File: config.mk
export PLATFORM = sky130hd
export DESIGN_NAME = stack_core
export DESIGN_NICKNAME = d
export VERILOG_FILES = /design/src/rtl/core_pkg.sv /design/src/rtl/lifo_stack.sv /design/src/rtl/instr_fetch.sv /design/src/rtl/instr_decode.sv /design/src/rtl/execute.sv /design/src/rtl/stack_core.sv
export SDC_FILE = /design/constraint.sdc
export NUM_CORES = 1
export LEC_CHECK = 0
export BUFFER_PORTS_ARGS = -buffer_cell sky130_fd_sc_hd__buf_2
export CAP_MARGIN = 10
export CORE_AREA = 2 2 208 108
export CTS_CLUSTER_SIZE = 40
export DETAILED_ROUTE_END_ITERATION = 10
export DIE_AREA = 0 0 210 110
export PLACE_DENSITY = 0.76
export SYNTH_ARGS = -nofsm -noshare
export SYNTH_HDL_FRONTEND = slang
export SYNTH_SLANG_ARGS = --single-unit
File: constraint.sdc
create_clock -name clk -period 7.46 [get_ports clk]
set_input_delay 1.119 -clock clk [delete_from_list [all_inputs] [get_ports clk]]
set_output_delay 1.119 -clock clk [all_outputs]
set_load 0.01 [all_outputs]
File: src/rtl/core_pkg.sv
//----------------------------------------------------------
// Shared widths, stack depths and encodings of the core
// Opcodes not listed in opcode_e execute as NOP
//----------------------------------------------------------
package core_pkg;

	// Word and address widths
	localparam int DATA_W  = 16;
	localparam int IADDR_W = 9;
	localparam int DADDR_W = 9;
	localparam int OPCO_W  = 7;
	localparam int OPER_W  = 9;
	localparam int IO_W    = 3;

	// Return-address stack and data stack
	localparam int ISTACK_DEPTH = 8;
	localparam int DSTACK_DEPTH = 8;

	typedef logic [DATA_W-1:0]        data_t;
	typedef logic [IADDR_W-1:0]       iaddr_t;
	typedef logic [DADDR_W-1:0]       daddr_t;
	typedef logic [OPER_W-1:0]        operand_t;
	typedef logic [OPCO_W+OPER_W-1:0] instr_t;
	typedef logic [IO_W-1:0]          io_addr_t;

	// Instruction codes, upper OPCO_W bits of the word
	typedef enum logic [OPCO_W-1:0] {
		NOP = 7'd0,
		LOD = 7'd1,
		SET = 7'd2,
		PSH = 7'd3,
		ADD = 7'd4,
		AND = 7'd5,
		XOR = 7'd6,
		INN = 7'd7,
		OUT = 7'd8,
		CNS = 7'd9,
		JMP = 7'd13,
		JIZ = 7'd14,
		CAL = 7'd15,
		RET = 7'd16
	} opcode_e;

	// Fetch action requested by decode
	typedef enum logic [1:0] {BR_NONE, BR_JUMP, BR_CALL, BR_RET} branch_e;

	// ALU function, PASS forwards the selected operand
	typedef enum logic [1:0] {ALU_PASS, ALU_ADD, ALU_AND, ALU_XOR} alu_op_e;

	// First ALU operand
	typedef enum logic [1:0] {SRC_MEM, SRC_IO, SRC_STACK, SRC_CONST} src_e;

endpackage

File: src/rtl/lifo_stack.sv
//----------------------------------------------------------
// Pointer LIFO with combinational top of stack
// DEPTH must be a power of two and at least 2
// Overflow and underflow wrap, push with pop unsupported
//----------------------------------------------------------
`timescale 1ns/100ps

module lifo_stack #(
	parameter int DEPTH = 8,
	parameter int WIDTH = 16
) (
	input  logic             clk,
	input  logic             rst,
	input  logic             push,
	input  logic             pop,
	input  logic [WIDTH-1:0] din,
	output logic [WIDTH-1:0] dout
);

	// Entries, contents undefined after reset
	logic [WIDTH-1:0] mem [DEPTH];

	// Points at the next free entry
	logic [$clog2(DEPTH)-1:0] ptr;

	always_ff @(posedge clk or posedge rst) begin
		if (rst)
			ptr <= '0;
		else if (push)
			ptr <= ptr + 1'b1;
		else if (pop)
			ptr <= ptr - 1'b1;
	end

	// Write into the free slot
	always_ff @(posedge clk) begin
		if (push)
			mem[ptr] <= din;
	end

	// Top is the entry just below the pointer
	assign dout = mem[ptr - 1'b1];

endmodule

File: src/rtl/instr_fetch.sv
//----------------------------------------------------------
// Program counter and next fetch address, zero latency
// instr_addr depends combinationally on branch and target
// Return stack depth ISTACK_DEPTH, nesting beyond it is lost
//----------------------------------------------------------
`timescale 1ns/100ps

module instr_fetch import core_pkg::*; (
	input  logic    clk,
	input  logic    rst,
	input  branch_e branch,
	input  iaddr_t  target,
	output iaddr_t  instr_addr
);

	//------------------------------------------------------
	// Program counter
	//------------------------------------------------------

	// Address following the word now on instr
	iaddr_t pc;

	// Return stack top
	iaddr_t ret_addr;

	logic ret_push;
	logic ret_pop;

	assign ret_push = (branch == BR_CALL);
	assign ret_pop  = (branch == BR_RET);

	// Always advance past the address being fetched
	always_ff @(posedge clk or posedge rst) begin
		if (rst)
			pc <= '0;
		else
			pc <= instr_addr + 1'b1;
	end

	//------------------------------------------------------
	// Next fetch address
	//------------------------------------------------------

	always_comb begin
		case (branch)
			BR_JUMP:
				instr_addr = target;
			BR_CALL:
				instr_addr = target;
			// Resume after the call
			BR_RET:
				instr_addr = ret_addr;
			default:
				instr_addr = pc;
		endcase
	end

	//------------------------------------------------------
	// Return-address stack
	//------------------------------------------------------

	// PC already holds call address + 1
	lifo_stack #(
		.DEPTH(ISTACK_DEPTH),
		.WIDTH(IADDR_W)
	) u_ret_stack (
		.clk (clk),
		.rst (rst),
		.push(ret_push),
		.pop (ret_pop),
		.din (pc),
		.dout(ret_addr)
	);

endmodule

File: src/rtl/instr_decode.sv
//----------------------------------------------------------
// Splits the word, drives stage-1 outputs combinationally
// Stage-2 controls registered, NOP holds the accumulator
//----------------------------------------------------------
`timescale 1ns/100ps

module instr_decode import core_pkg::*; (
	input  logic     clk,
	input  logic     rst,
	input  instr_t   instr,
	input  logic     acc_bit0,
	output branch_e  branch,
	output iaddr_t   target,
	output daddr_t   mem_addr_rd,
	output logic     req_in,
	output io_addr_t addr_in,
	output alu_op_e  alu_op,
	output src_e     src,
	output logic     dpush,
	output logic     dpop,
	output data_t    const_val,
	output logic     wr_q,
	output logic     out_q,
	output daddr_t   port_q
);

	opcode_e  opcode;
	operand_t operand;
	logic     jiz_taken;

	// Next-cycle controls
	alu_op_e  alu_d;
	src_e     src_d;
	logic     push_d;
	logic     pop_d;
	data_t    const_d;
	logic     wr_d;
	logic     out_d;

	assign opcode  = opcode_e'(instr[OPCO_W+OPER_W-1:OPER_W]);
	assign operand = instr[OPER_W-1:0];

	//------------------------------------------------------
	// Stage 1
	//------------------------------------------------------

	// Forwarded bit of the accumulator written this cycle
	assign jiz_taken = (opcode == JIZ) && !acc_bit0;

	always_comb begin
		case (opcode)
			JMP:
				branch = BR_JUMP;
			JIZ:
				branch = jiz_taken ? BR_JUMP : BR_NONE;
			CAL:
				branch = BR_CALL;
			RET:
				branch = BR_RET;
			default:
				branch = BR_NONE;
		endcase
	end

	assign target      = iaddr_t'(operand);
	// Read issued for every word, used only by LOD
	assign mem_addr_rd = daddr_t'(operand);
	assign req_in      = (opcode == INN);
	assign addr_in     = operand[IO_W-1:0];

	//------------------------------------------------------
	// Stage-2 controls
	//------------------------------------------------------

	always_comb begin
		// Default keeps acc, XOR with zero
		alu_d   = ALU_XOR;
		src_d   = SRC_CONST;
		push_d  = 1'b0;
		pop_d   = 1'b0;
		const_d = '0;
		wr_d    = 1'b0;
		out_d   = 1'b0;
		case (opcode)
			LOD: begin
				push_d = 1'b1;
				src_d  = SRC_MEM;
				alu_d  = ALU_PASS;
			end
			SET:
				wr_d = 1'b1;
			PSH:
				push_d = 1'b1;
			ADD: begin
				pop_d = 1'b1;
				src_d = SRC_STACK;
				alu_d = ALU_ADD;
			end
			AND: begin
				pop_d = 1'b1;
				src_d = SRC_STACK;
				alu_d = ALU_AND;
			end
			XOR: begin
				pop_d = 1'b1;
				src_d = SRC_STACK;
				alu_d = ALU_XOR;
			end
			INN: begin
				push_d = 1'b1;
				src_d  = SRC_IO;
				alu_d  = ALU_PASS;
			end
			OUT:
				out_d = 1'b1;
			CNS: begin
				push_d  = 1'b1;
				alu_d   = ALU_PASS;
				// Zero-extended operand
				const_d = data_t'(operand);
			end
			default: begin
				alu_d = ALU_XOR;
			end
		endcase
	end

	// Reset state equals a decoded NOP
	always_ff @(posedge clk or posedge rst) begin
		if (rst) begin
			alu_op    <= ALU_XOR;
			src       <= SRC_CONST;
			dpush     <= 1'b0;
			dpop      <= 1'b0;
			const_val <= '0;
			wr_q      <= 1'b0;
			out_q     <= 1'b0;
			port_q    <= '0;
		end else begin
			alu_op    <= alu_d;
			src       <= src_d;
			dpush     <= push_d;
			dpop      <= pop_d;
			const_val <= const_d;
			wr_q      <= wr_d;
			out_q     <= out_d;
			port_q    <= daddr_t'(operand);
		end
	end

endmodule

File: src/rtl/execute.sv
//----------------------------------------------------------
// Stage 2, ALU, accumulator and data stack
// mem_data_rd and io_in must be valid one cycle after request
// mem_data_wr is the accumulator and also carries OUT data
//----------------------------------------------------------
`timescale 1ns/100ps

module execute import core_pkg::*; (
	input  logic     clk,
	input  logic     rst,
	input  alu_op_e  alu_op,
	input  src_e     src,
	input  logic     dpush,
	input  logic     dpop,
	input  data_t    const_val,
	input  logic     wr_q,
	input  logic     out_q,
	input  daddr_t   port_q,
	input  data_t    mem_data_rd,
	input  data_t    io_in,
	output logic     acc_bit0,
	output logic     mem_wr,
	output daddr_t   mem_addr_wr,
	output data_t    mem_data_wr,
	output logic     out_en,
	output io_addr_t addr_out
);

	data_t acc;
	data_t stack_top;
	data_t alu_in;
	data_t alu_res;

	//------------------------------------------------------
	// Operand select and ALU
	//------------------------------------------------------

	always_comb begin
		case (src)
			SRC_MEM:
				alu_in = mem_data_rd;
			SRC_IO:
				alu_in = io_in;
			// Value leaving the stack this cycle
			SRC_STACK:
				alu_in = stack_top;
			default:
				alu_in = const_val;
		endcase
	end

	always_comb begin
		case (alu_op)
			ALU_ADD:
				alu_res = alu_in + acc;
			ALU_AND:
				alu_res = alu_in & acc;
			ALU_XOR:
				alu_res = alu_in ^ acc;
			default:
				alu_res = alu_in;
		endcase
	end

	// New accumulator every cycle
	always_ff @(posedge clk or posedge rst) begin
		if (rst)
			acc <= '0;
		else
			acc <= alu_res;
	end

	// Forwarded to decode for JIZ
	assign acc_bit0 = alu_res[0];

	//------------------------------------------------------
	// Data stack, old accumulator goes in
	//------------------------------------------------------

	lifo_stack #(
		.DEPTH(DSTACK_DEPTH),
		.WIDTH(DATA_W)
	) u_data_stack (
		.clk (clk),
		.rst (rst),
		.push(dpush),
		.pop (dpop),
		.din (acc),
		.dout(stack_top)
	);

	// Store and output strobes
	assign mem_wr      = wr_q;
	assign mem_addr_wr = port_q;
	assign mem_data_wr = acc;
	assign out_en      = out_q;
	assign addr_out    = port_q[IO_W-1:0];

endmodule

File: src/rtl/stack_core.sv
//----------------------------------------------------------
// Stack processor core, one instruction per cycle
// Synchronous memories and registered io_in expected outside
// No stall, stack overflow and underflow are undefined
//----------------------------------------------------------
`timescale 1ns/100ps

module stack_core import core_pkg::*; (
	input  logic     clk,
	input  logic     rst,
	input  instr_t   instr,
	output iaddr_t   instr_addr,
	output daddr_t   mem_addr_rd,
	input  data_t    mem_data_rd,
	output logic     mem_wr,
	output daddr_t   mem_addr_wr,
	output data_t    mem_data_wr,
	output logic     req_in,
	output io_addr_t addr_in,
	input  data_t    io_in,
	output logic     out_en,
	output io_addr_t addr_out
);

	// Decode to fetch
	branch_e branch;
	iaddr_t  target;

	// Execute to decode
	logic    acc_bit0;

	// Registered controls
	alu_op_e alu_op;
	src_e    src;
	logic    dpush;
	logic    dpop;
	data_t   const_val;
	logic    wr_q;
	logic    out_q;
	daddr_t  port_q;

	instr_fetch u_fetch (
		.clk       (clk),
		.rst       (rst),
		.branch    (branch),
		.target    (target),
		.instr_addr(instr_addr)
	);

	instr_decode u_decode (
		.clk        (clk),
		.rst        (rst),
		.instr      (instr),
		.acc_bit0   (acc_bit0),
		.branch     (branch),
		.target     (target),
		.mem_addr_rd(mem_addr_rd),
		.req_in     (req_in),
		.addr_in    (addr_in),
		.alu_op     (alu_op),
		.src        (src),
		.dpush      (dpush),
		.dpop       (dpop),
		.const_val  (const_val),
		.wr_q       (wr_q),
		.out_q      (out_q),
		.port_q     (port_q)
	);

	execute u_execute (
		.clk        (clk),
		.rst        (rst),
		.alu_op     (alu_op),
		.src        (src),
		.dpush      (dpush),
		.dpop       (dpop),
		.const_val  (const_val),
		.wr_q       (wr_q),
		.out_q      (out_q),
		.port_q     (port_q),
		.mem_data_rd(mem_data_rd),
		.io_in      (io_in),
		.acc_bit0   (acc_bit0),
		.mem_wr     (mem_wr),
		.mem_addr_wr(mem_addr_wr),
		.mem_data_wr(mem_data_wr),
		.out_en     (out_en),
		.addr_out   (addr_out)
	);

endmodule

# == Yosys cells after proc, flatten, opt, wreduce, memory -nomap -nowiden ==
# Memories as Yosys holds them, arrays and structs flattened.
# Cells that the tools add are included.
# word_totals
regBits,57
ramBits,200
output_inout_bits,52
elab_cells,72
memories,2
# classes
n_addsub,6
n_eq_ne,21
mux,20
bitwise,2
n_reduce_logical,9
# mem_list
memory,depth,word_bits,read_ports,rd_ports_with_merged_regs,wr,line,source
u_execute.u_data_stack.mem,8,16,1,0,1,lifo_stack.sv:21,logic [WIDTH-1:0] mem [DEPTH];
u_fetch.u_ret_stack.mem,8,9,1,0,1,lifo_stack.sv:21,
# op_table
cell,n
$pmux W16 S3,2
$eq A7 B4 Y1 const B,5
$eq A7 B3 Y1 const B,4
$pmux W9 S2,1
$add A16 B16 Y16,1
$and A16 B16 Y16,1
$xor A16 B16 Y16,1
$eq A7 B2 Y1 const B,2
$mux W3,4
$pmux W2 S3,2
$eq A2 B2 Y1 const B,5
$add A9 B1 Y9 const B,1
$mux W1,9
$mux W9,1
$pmux W2 S4,1
$eq A7 B1 Y1 const B,1
$eq A7 B5 Y1 const B,1
$add A3 B1 Y3 const B,2
$eq A2 B1 Y1 const B,3
$reduce_or A3 Y1,2
$sub A3 B1 Y3 const B,2
$reduce_bool A2 Y1,2
$reduce_or A4 Y1,1
$logic_not A2 Y1,1
3 further kinds,3

# == Logic depth before layout (Yosys ltp) ==
# Gate-level depths: netlist of the first run.
# An unclocked memory read counts as a cell.
# logic_depth
depth_word,13
depth_mapped,27

# == Cells and area by module ==
# From an unflattened synthesis of the first run, not the netlist that was laid out.
# unflattened
hier_cells,871
area_unflattened_um2,12320.6
# modules_own_cells
mod,n_inst,cells_each,area_per_inst_um2
lifo_stack (u_execute.u_data_stack),1,326,5296.3
lifo_stack (u_fetch.u_ret_stack),1,136,2965.3
execute,1,240,2208.4
instr_decode,1,102,1174.9
instr_fetch,1,67,675.6

# == Worst setup path before layout of the first run ==
# Ideal clock, no wire load.
# synth_timing
kind,register -> register
from,register u_execute.u_data_stack.ptr[0]
to,register u_fetch.pc[8]
arrival_time_ps,5716
required_ps,7381
setup_slack_ps,1665
stages_incl_launch_ff,28
path_buffers,6
synth_period_minus_slack_ps,5795
path_cell_list,dfrtp_1 -> buf_2 -> buf_4 -> buf_4 -> buf_4 -> inv_1 -> ha_1 -> clkbuf_1 -> mux4_2 -> mux2_2 -> mux4_2 -> ha_1 -> mux2i_1 -> o21ai_1 -> o21ai_0 -> a21oi_1 -> ha_1 -> clkbuf_1 -> nand2_1 -> nand2_1 -> a221oi_1 -> a21oi_1 -> ha_1 -> inv_1 -> a2111o_1 -> a211o_1 -> nor3_2 -> xor2_1
# synth_via
elab_chain_cells,13
elab_cells_between_ends,17
# synth_rtl
element,line,source
from (decl),lifo_stack.sv:24,logic [$clog2(DEPTH)-1:0] ptr;
from (signal assigned),lifo_stack.sv:30,ptr <= ptr + 1'b1;
from (signal assigned),lifo_stack.sv:32,ptr <= ptr - 1'b1;
$sub A3 B1 Y3 (*),lifo_stack.sv:42,assign dout = mem[ptr - 1'b1];
$mem_v2 Z8 W16 (*),n/a,
$pmux W16 S3 (*),execute.sv:39,case (src)
$add A16 B16 Y16 (tied with other cells),execute.sv:55,alu_res = alu_in + acc;
$pmux W16 S3 (*),execute.sv:53,case (alu_op)
via acc_bit0,stack_core.sv:30,logic acc_bit0;
$logic_not A1 Y1 (*),instr_decode.sv:48,assign jiz_taken = (opcode == JIZ) && !acc_bit0;
$logic_and A1 B1 Y1 (*),instr_decode.sv:48,
$mux W1 (*),instr_decode.sv:55,branch = jiz_taken ? BR_JUMP : BR_NONE;
$pmux W2 S4 (*),instr_decode.sv:51,case (opcode)
$eq A2 B1 Y1 or $eq A2 B2 Y1 (tied branches),instr_fetch.sv:45,case (branch)
$reduce_or A2 Y1 (no source line),n/a,
$pmux W9 S2 (*),instr_fetch.sv:45,
via instr_addr[0],stack_core.sv:12,"output iaddr_t instr_addr,"
$add A9 B1 Y9 (*),instr_fetch.sv:37,pc <= instr_addr + 1'b1;
to (signal assigned),instr_fetch.sv:37,
to (decl),instr_fetch.sv:21,iaddr_t pc;
# Mark *: on every way through the listed nets, which the timed path passes. The rest lies on a longest branch.
# A chain may end at the register's enable or synchronous reset.

# == Worst setup path in the final report of the first run ==
# layout_timing
from,register u_execute.u_data_stack.ptr[1]
to,output port instr_addr[0]
# layout_via
elab_chain_cells,12
elab_cells_between_ends,16
# layout_rtl
element,line
$sub A3 B1 Y3 (*),lifo_stack.sv:42
$mem_v2 Z8 W16 (*),n/a
$pmux W16 S3 (*),execute.sv:39
$add A16 B16 Y16 (tied with other cells),execute.sv:55
$pmux W16 S3 (*),execute.sv:53
via acc_bit0,stack_core.sv:30
$logic_not A1 Y1 (*),instr_decode.sv:48
$logic_and A1 B1 Y1 (*),instr_decode.sv:48
$mux W1 (*),instr_decode.sv:55
$pmux W2 S4 (*),instr_decode.sv:51
$eq A2 B1 Y1 or $eq A2 B2 Y1 (tied branches),instr_fetch.sv:45
$reduce_or A2 Y1 (no source line),n/a
$pmux W9 S2 (*),instr_fetch.sv:45
to (decl),stack_core.sv:12
# Marked as above.

==> flow_summary.toml, run 1 <==
[run_status]
outcome = "complete, no violations"

[hold_path]
timing.hold.worst_path_depth = 1
hold_path_class = "reg2reg"

[clock_tree]
cts_buffer_depth = 3
worstSkewPairLatency_ns = 0.52
cts_sinks = 257
tritoncts = "yes"
cts_htree_levels = 1
post_cts.resized_instances = 0
cts.root.buffer_cell = "sky130_fd_sc_hd__clkbuf_16"
cts-hold-fix-buffers = 0
cts.reportedPaths.clkPinSlew_ns = 0.07
numCtsBuffers = 23
cts_post_setup_buffers_inserted = 0

[logic_synthesis]
syn_nets = 772
synth_cell_types = 69
synth_ff_type = "sky130_fd_sc_hd__edfxtp_1"
synth_enable_flop_cells = 200
sequential_fraction_of_the_synthesis_area = 0.649
synthesis.yosys.warnings = 0
syn_avg_cell_area_um2 = 16.4
synthesis.area_um2 = 11500
synth.ff_latch_count = 257
syn_inst = 699
ys_async_sr_fraction = 0.222

[sta]
max_slew_violation_count = 0
period_share = 0.853
timing.fmax_mhz = 157
timing_hold_violations_final = 0
finalClockSkew_ns = 0.0148
timing.final.setup_violations = 0
relSlewSlack = 0.210
rsz0062_at_grt = "no"
setup_tns_ns = 0
tightestPinTransition_ns = 1.18
final.min_clock_period_ns = 6.37

[grt]
grt_antenna_before_repair = 2
grt_remaining_overflow = 0
grt_start_max_net_pins = 58
gr-usage-all-layers = 0.239
grt_pass1_vias = 6732
grt_pass1_wl_mm = 40.4

[routing]
route.final.wire_length_mm = 27.1
drt_first_iter_violations = 871
num_vias = 6940
vias_per_cell = 6.37
route.detailed.wl_per_inst_um = 24.8
route.detailed.drc = 0
final_antenna_net_count = 0
drt_first_pass_iters = 6

[cells_and_area]
fin_util = 0.610
num-nets-final = 865
area.growth.synth_to_final_pct = 13.2
drive_above_1_share = 0.313

[worst_setup_path]
critical_path.endpoint_type = "output pin"
crit_fanout = 13
critPathRequiredTime_ns = 6.34
reg2regPathDepth = 21
critPathArrivalTime_ns = 5.25
timing_worst_setup_path_type = "reg2out"
setup.worst_path.start_class = "flip-flop"

[floorplanning]
die_w_um = 210
die_y_um = 110
fp.coreArea_um2 = 21300
die_area_um2 = 23100
ios = 102
effective_utilization_at_floorplan = 0.539
placement_rows = 38

[placement]
place.gp.congestion = 0.913
hpwlAfterDp_mm = 18.5
port_buffers = 101

[flow_run]
drv_cap = 0

[power]
power.ir.vdd_worst_uv = 159
power.density_cell_area_nw_per_um2 = 328
cellLeakagePower_nw = 4.93
[cells by family after synthesis]
kind of cell    after synthesis  share of synthesized area
xor+xnor                     14                     0.0114
compound gates              110                     0.0654
mux                         103                      0.162
simple gates                126                     0.0561
fa+ha+maj                    23                     0.0258
buf+inv                      66                     0.0297
flops                       257                      0.649
[metrics by stage]
step | instance area [um2] | power (mW) | setup slack (ns) | cells | hold WS [ns]
floorplan | 11500 | 2.68 | 1.66 | 699 | 0.492
detailed placement | 12200 | 3.04 | 1.73 | 1047 | 0.566
global route | 13000 | 4.43 | 0.838 | 1090 | 0.614
finish | 13000 | 4.25 | 1.09 | 1090 | 0.586
CTS | 13000 | 4.26 | 1.17 | 1088 | 0.577
global placement | 12200 | 3.00 | 1.94 | 1047 | 0.548
[cells in the mapped netlist (5+ instances only)]
master / number / area share
sky130_fd_sc_hd__clkbuf_1: 12 / 0.0039
sky130_fd_sc_hd__xnor2_1: 9 / 0.0069
sky130_fd_sc_hd__o21a_1: 6 / 0.0039
sky130_fd_sc_hd__edfxtp_1: 200 / 0.52
sky130_fd_sc_hd__a21o_1: 10 / 0.0066
sky130_fd_sc_hd__dfrtp_1: 53 / 0.12
sky130_fd_sc_hd__nand2b_1: 12 / 0.0066
sky130_fd_sc_hd__mux2_2: 12 / 0.012
sky130_fd_sc_hd__nor2_1: 25 / 0.0082
sky130_fd_sc_hd__nor3_1: 14 / 0.0061
sky130_fd_sc_hd__buf_4: 18 / 0.012
sky130_fd_sc_hd__inv_1: 18 / 0.0059
sky130_fd_sc_hd__a21oi_1: 24 / 0.010
sky130_fd_sc_hd__o21ai_0: 20 / 0.0087
sky130_fd_sc_hd__nand2_1: 40 / 0.013
sky130_fd_sc_hd__buf_2: 11 / 0.0048
sky130_fd_sc_hd__a211o_1: 5 / 0.0038
sky130_fd_sc_hd__and2_1: 9 / 0.0049
sky130_fd_sc_hd__nand3_1: 7 / 0.0031
sky130_fd_sc_hd__mux4_2: 65 / 0.13
sky130_fd_sc_hd__ha_1: 22 / 0.024
sky130_fd_sc_hd__mux2i_1: 26 / 0.023
sky130_fd_sc_hd__o22ai_1: 7 / 0.0038
[critical path: stages (launching register included)]
cell	delay, ns
sky130_fd_sc_hd__dfrtp_1	0.50
sky130_fd_sc_hd__inv_1	0.11
sky130_fd_sc_hd__ha_1	0.68
sky130_fd_sc_hd__mux4_2	0.39
sky130_fd_sc_hd__mux2_2	0.28
sky130_fd_sc_hd__mux4_2	0.47
sky130_fd_sc_hd__ha_1	0.24
sky130_fd_sc_hd__mux2i_1	0.15
sky130_fd_sc_hd__o21ai_1	0.09
sky130_fd_sc_hd__o21ai_0	0.22
sky130_fd_sc_hd__a21oi_1	0.11
sky130_fd_sc_hd__ha_1	0.34
sky130_fd_sc_hd__inv_1	0.34
sky130_fd_sc_hd__nand2_1	0.08
sky130_fd_sc_hd__a221oi_1	0.39
sky130_fd_sc_hd__a21oi_1	0.16
sky130_fd_sc_hd__buf_2	0.19
[layout by cell type (no fill, tap or decap), types with 4 or more instances in the layout]
cell | Yosys | routed
sky130_fd_sc_hd__nor3_2 | 2 | 8
sky130_fd_sc_hd__a21o_1 | 10 | 10
sky130_fd_sc_hd__nand2_1 | 40 | 40
sky130_fd_sc_hd__edfxtp_1 | 200 | 200
sky130_fd_sc_hd__nor3_1 | 14 | 8
sky130_fd_sc_hd__inv_1 | 18 | 17
sky130_fd_sc_hd__a211oi_1 | 4 | 4
sky130_fd_sc_hd__mux2_2 | 12 | 12
sky130_fd_sc_hd__o21a_1 | 6 | 6
sky130_fd_sc_hd__buf_4 | 18 | 14
sky130_fd_sc_hd__dfrtp_1 | 53 | 52
sky130_fd_sc_hd__mux4_2 | 65 | 65
sky130_fd_sc_hd__mux2i_1 | 26 | 26
sky130_fd_sc_hd__nand2b_1 | 12 | 12
sky130_fd_sc_hd__dfstp_2 | 4 | 4
sky130_fd_sc_hd__nor2_1 | 25 | 25
sky130_fd_sc_hd__clkinv_2 | 0 | 6
sky130_fd_sc_hd__xnor2_1 | 9 | 9
sky130_fd_sc_hd__ha_1 | 22 | 22
sky130_fd_sc_hd__a21oi_1 | 24 | 24
sky130_fd_sc_hd__buf_2 | 11 | 101
sky130_fd_sc_hd__and2_1 | 9 | 9
sky130_fd_sc_hd__o22ai_1 | 7 | 7
sky130_fd_sc_hd__bufinv_16 | 0 | 4
sky130_fd_sc_hd__o21ai_0 | 20 | 20
sky130_fd_sc_hd__a211o_1 | 5 | 5
sky130_fd_sc_hd__nand3_1 | 7 | 7
sky130_fd_sc_hd__a31oi_1 | 4 | 4
sky130_fd_sc_hd__clkbuf_16 | 0 | 23
[layout make-up]
type                       count  area [um2]
clock buffer                  27         601
clock inverter                14         174
timing repair buffer         115         611
inverter                      19        71.3
antenna                        2        5.00
tap                          280         350
sequential                   257        7440
multi-input combinational    376        3710
fill                        1503        8290
[registers in the layout, indices dropped and copies added (netlist names), 3 cells and up]
name                        count
u_execute.u_data_stack.mem    128
u_fetch.u_ret_stack.mem        72
u_execute.mem_data_wr          16
u_decode.const_val              9
u_decode.port_q                 9
u_fetch.pc                      9
u_execute.u_data_stack.ptr      3
u_fetch.u_ret_stack.ptr         3
[report_power, final]
group | switching, mW | internal (mW)
Clock | 0.516 | 0.715
Combinational | 0.637 | 0.578
Sequential | 0.133 | 1.67
Total | 1.29 | 2.97
[routing by layer]
layer  track usage  vias up  wire length [um]
li1              -     2944                 -
met3        0.0436       43              2710
met2         0.351      423             11900
met5             0        -                 0
met1         0.374     3530             11900
met4        0.0603        0               538
[path summary, 6_finish.rpt]
check | start | slack, ns | endpoint
min reg2reg | u_execute.u_data_stack.ptr[2] | 0.59 | u_execute.u_data_stack.ptr[2]
min | u_execute.u_data_stack.ptr[2] | 0.59 | u_execute.u_data_stack.ptr[2]
max in group asynchronous | rst | 6.07 | u_execute.u_data_stack.ptr[0]
min in group asynchronous | rst | 0.82 | u_decode.port_q[8]
max | u_execute.u_data_stack.ptr[1] | 1.09 | instr_addr[0]
max reg2reg | u_execute.u_data_stack.ptr[1] | 1.74 | u_fetch.pc[8]
Power figures use the tool's default switching activity.
==> inputs of run 2 (changes only) <==
--- a/config.mk
+++ b/config.mk
@@ -11,7 +11,8 @@
 export CTS_CLUSTER_SIZE = 40
 export DETAILED_ROUTE_END_ITERATION = 10
 export DIE_AREA = 0 0 210 110
-export PLACE_DENSITY = 0.76
+export PLACE_DENSITY = 0.73
+export SKIP_CTS_REPAIR_TIMING = 1
 export SYNTH_ARGS = -nofsm -noshare
 export SYNTH_HDL_FRONTEND = slang
 export SYNTH_SLANG_ARGS = --single-unit
==> flow_summary.toml, run 2 (synthesis gave the netlist of run 1 again) <==
[run_status]
outcome = "complete, no violations"

[routing]
route.final.wire_length_mm = 27.1
route.detailed.drc = 0
num_vias = 6837
drt_first_pass_iters = 7
route.detailed.wl_per_inst_um = 24.9
final_antenna_net_count = 0
vias_per_cell = 6.28
drt_first_iter_violations = 818

[worst_setup_path]
critical_path.endpoint_type = "output pin"
critPathArrivalTime_ns = 5.45
timing_worst_setup_path_type = "reg2out"
setup.worst_path.start_class = "flip-flop"
worst-r2r-setup-slack_ns = 1.54
crit_fanout = 18
critPathRequiredTime_ns = 6.34

[grt]
grt_pass1_vias = 6548
grt_pass1_wl_mm = 40.1
gr-usage-all-layers = 0.239
grt_remaining_overflow = 0
grt_antenna_before_repair = 1
grt_start_max_net_pins = 58

[cells_and_area]
regMostFlops = "u_execute.u_data_stack.mem"
drive_above_1_share = 0.318
mostFrequentLayoutCells = "200 x sky130_fd_sc_hd__edfxtp_1, 101 x sky130_fd_sc_hd__buf_2, 65 x sky130_fd_sc_hd__mux4_2"
nFillCells = 1490
antenna_cells = 0
post-route-cell-area_um2 = 13000
layout.cells.most_common = "sky130_fd_sc_hd__edfxtp_1"
multi_input_comb_area_um2 = 3710
fin_util = 0.613
area.growth.synth_to_final_pct = 13.7
largest_register_ffs = 128
seq_area_um2 = 7440
num-nets-final = 866

[clock_tree]
numCtsBuffers = 23
cts.root.buffer_cell = "sky130_fd_sc_hd__clkbuf_16"
worstSkewPairLatency_ns = 0.51
cts.reportedPaths.clkPinSlew_ns = 0.07
tritoncts = "yes"
cts_htree_levels = 1
cts_sinks = 257
cts_buffer_depth = 3

[sta]
max_slew_violation_count = 0
final.min_clock_period_ns = 6.57
tightestPinTransition_ns = 1.29
timing.fmax_mhz = 152
relSlewSlack = 0.140
rsz0062_at_grt = "no"
period_share = 0.881
finalClockSkew_ns = 0.0167
timing_hold_violations_final = 0
setup_tns_ns = 0
timing.final.setup_violations = 0

[placement]
place.gp.congestion = 0.895
hpwlAfterDp_mm = 19.1
port_buffers = 101
placement.cell_area_um2 = 12200

[power]
power.density_cell_area_nw_per_um2 = 332
total_power_mw = 4.33
power.ir.vdd_worst_uv = 153
cellLeakagePower_nw = 4.96

[floorplanning]
ios = 102
die_w_um = 210
fp.coreArea_um2 = 21300
die_y_um = 110
effective_utilization_at_floorplan = 0.539
placement_rows = 38
die_area_um2 = 23100

[hold_path]
hold_path_class = "reg2reg"

[flow_run]
drv_cap = 0
[run 2: cell types whose count changed in the layout (fill, tap and decap cells not counted), moves of 2 or more]
cell	change
sky130_fd_sc_hd__bufinv_16	+2
sky130_fd_sc_hd__clkinv_1	-2
sky130_fd_sc_hd__clkinvlp_4	+3
sky130_fd_sc_hd__diode_2	-2
[run 2: layout make-up]
class | count | share of cell area
clock buffers | 25 | 0.0448
inverters | 19 | 0.00547
multi-input cells | 376 | 0.285
well taps | 280 | 0.0269
clock inverters | 16 | 0.0193
repair buffers | 116 | 0.0474
flip-flops and latches | 257 | 0.571
[run 2: power by group]
| group | internal [mW] | leakage, nW | total (mW) | switching (mW) |
|---|---|---|---|---|
| combinational | 0.580 | 2.05 | 1.19 | 0.608 |
| sequential | 1.67 | 2.51 | 1.84 | 0.163 |
| clock | 0.779 | 0.398 | 1.30 | 0.525 |
| total | 3.03 | 4.96 | 4.33 | 1.30 |
[run 2: critical path, stage by stage, from the launching register on]
cell	delay (ns)
sky130_fd_sc_hd__dfrtp_2	0.74
sky130_fd_sc_hd__inv_1	0.14
sky130_fd_sc_hd__ha_1	0.33
sky130_fd_sc_hd__buf_4	0.27
sky130_fd_sc_hd__mux4_2	0.33
sky130_fd_sc_hd__mux2_2	0.28
sky130_fd_sc_hd__mux4_2	0.46
sky130_fd_sc_hd__ha_1	0.24
sky130_fd_sc_hd__mux2i_1	0.16
sky130_fd_sc_hd__o21ai_1	0.10
sky130_fd_sc_hd__o21ai_0	0.22
sky130_fd_sc_hd__a21oi_1	0.10
sky130_fd_sc_hd__ha_1	0.34
sky130_fd_sc_hd__inv_1	0.36
sky130_fd_sc_hd__nand2_1	0.11
sky130_fd_sc_hd__a221oi_1	0.40
sky130_fd_sc_hd__a21oi_1	0.17
sky130_fd_sc_hd__buf_2	0.19
[run 2: metrics by stage]
step | worst slack [ns] | instances | hold slack, ns
CTS | 0.870 | 1089 | 0.574
global placement | 1.72 | 1048 | 0.562
floorplan | 1.66 | 699 | 0.492
global route | 0.497 | 1089 | 0.603
detailed placement | 1.44 | 1048 | 0.563
finish | 0.891 | 1089 | 0.574
[run 2: worst paths after layout]
kind	startpoint	end	cells after the start
setup / recovery	u_execute.u_data_stack.ptr[0]	instr_addr[0]	17
hold / removal	u_execute.u_data_stack.ptr[2]	u_execute.u_data_stack.ptr[2]	1
setup reg to reg	u_execute.u_data_stack.ptr[0]	u_fetch.pc[8]	22
hold reg to reg	u_execute.u_data_stack.ptr[2]	u_execute.u_data_stack.ptr[2]	1
max in group asynchronous	rst	u_execute.u_data_stack.ptr[0]	3
min in group asynchronous	rst	u_execute.mem_data_wr[12]	3
[run 2: metal layers]
metal	wire length, um	track usage	vias up
met1	12700	0.379	3490
met3	2620	0.0586	38
li1	-	-	2935
met5	10	0	-
met4	426	0.0461	2
met2	11300	0.339	372
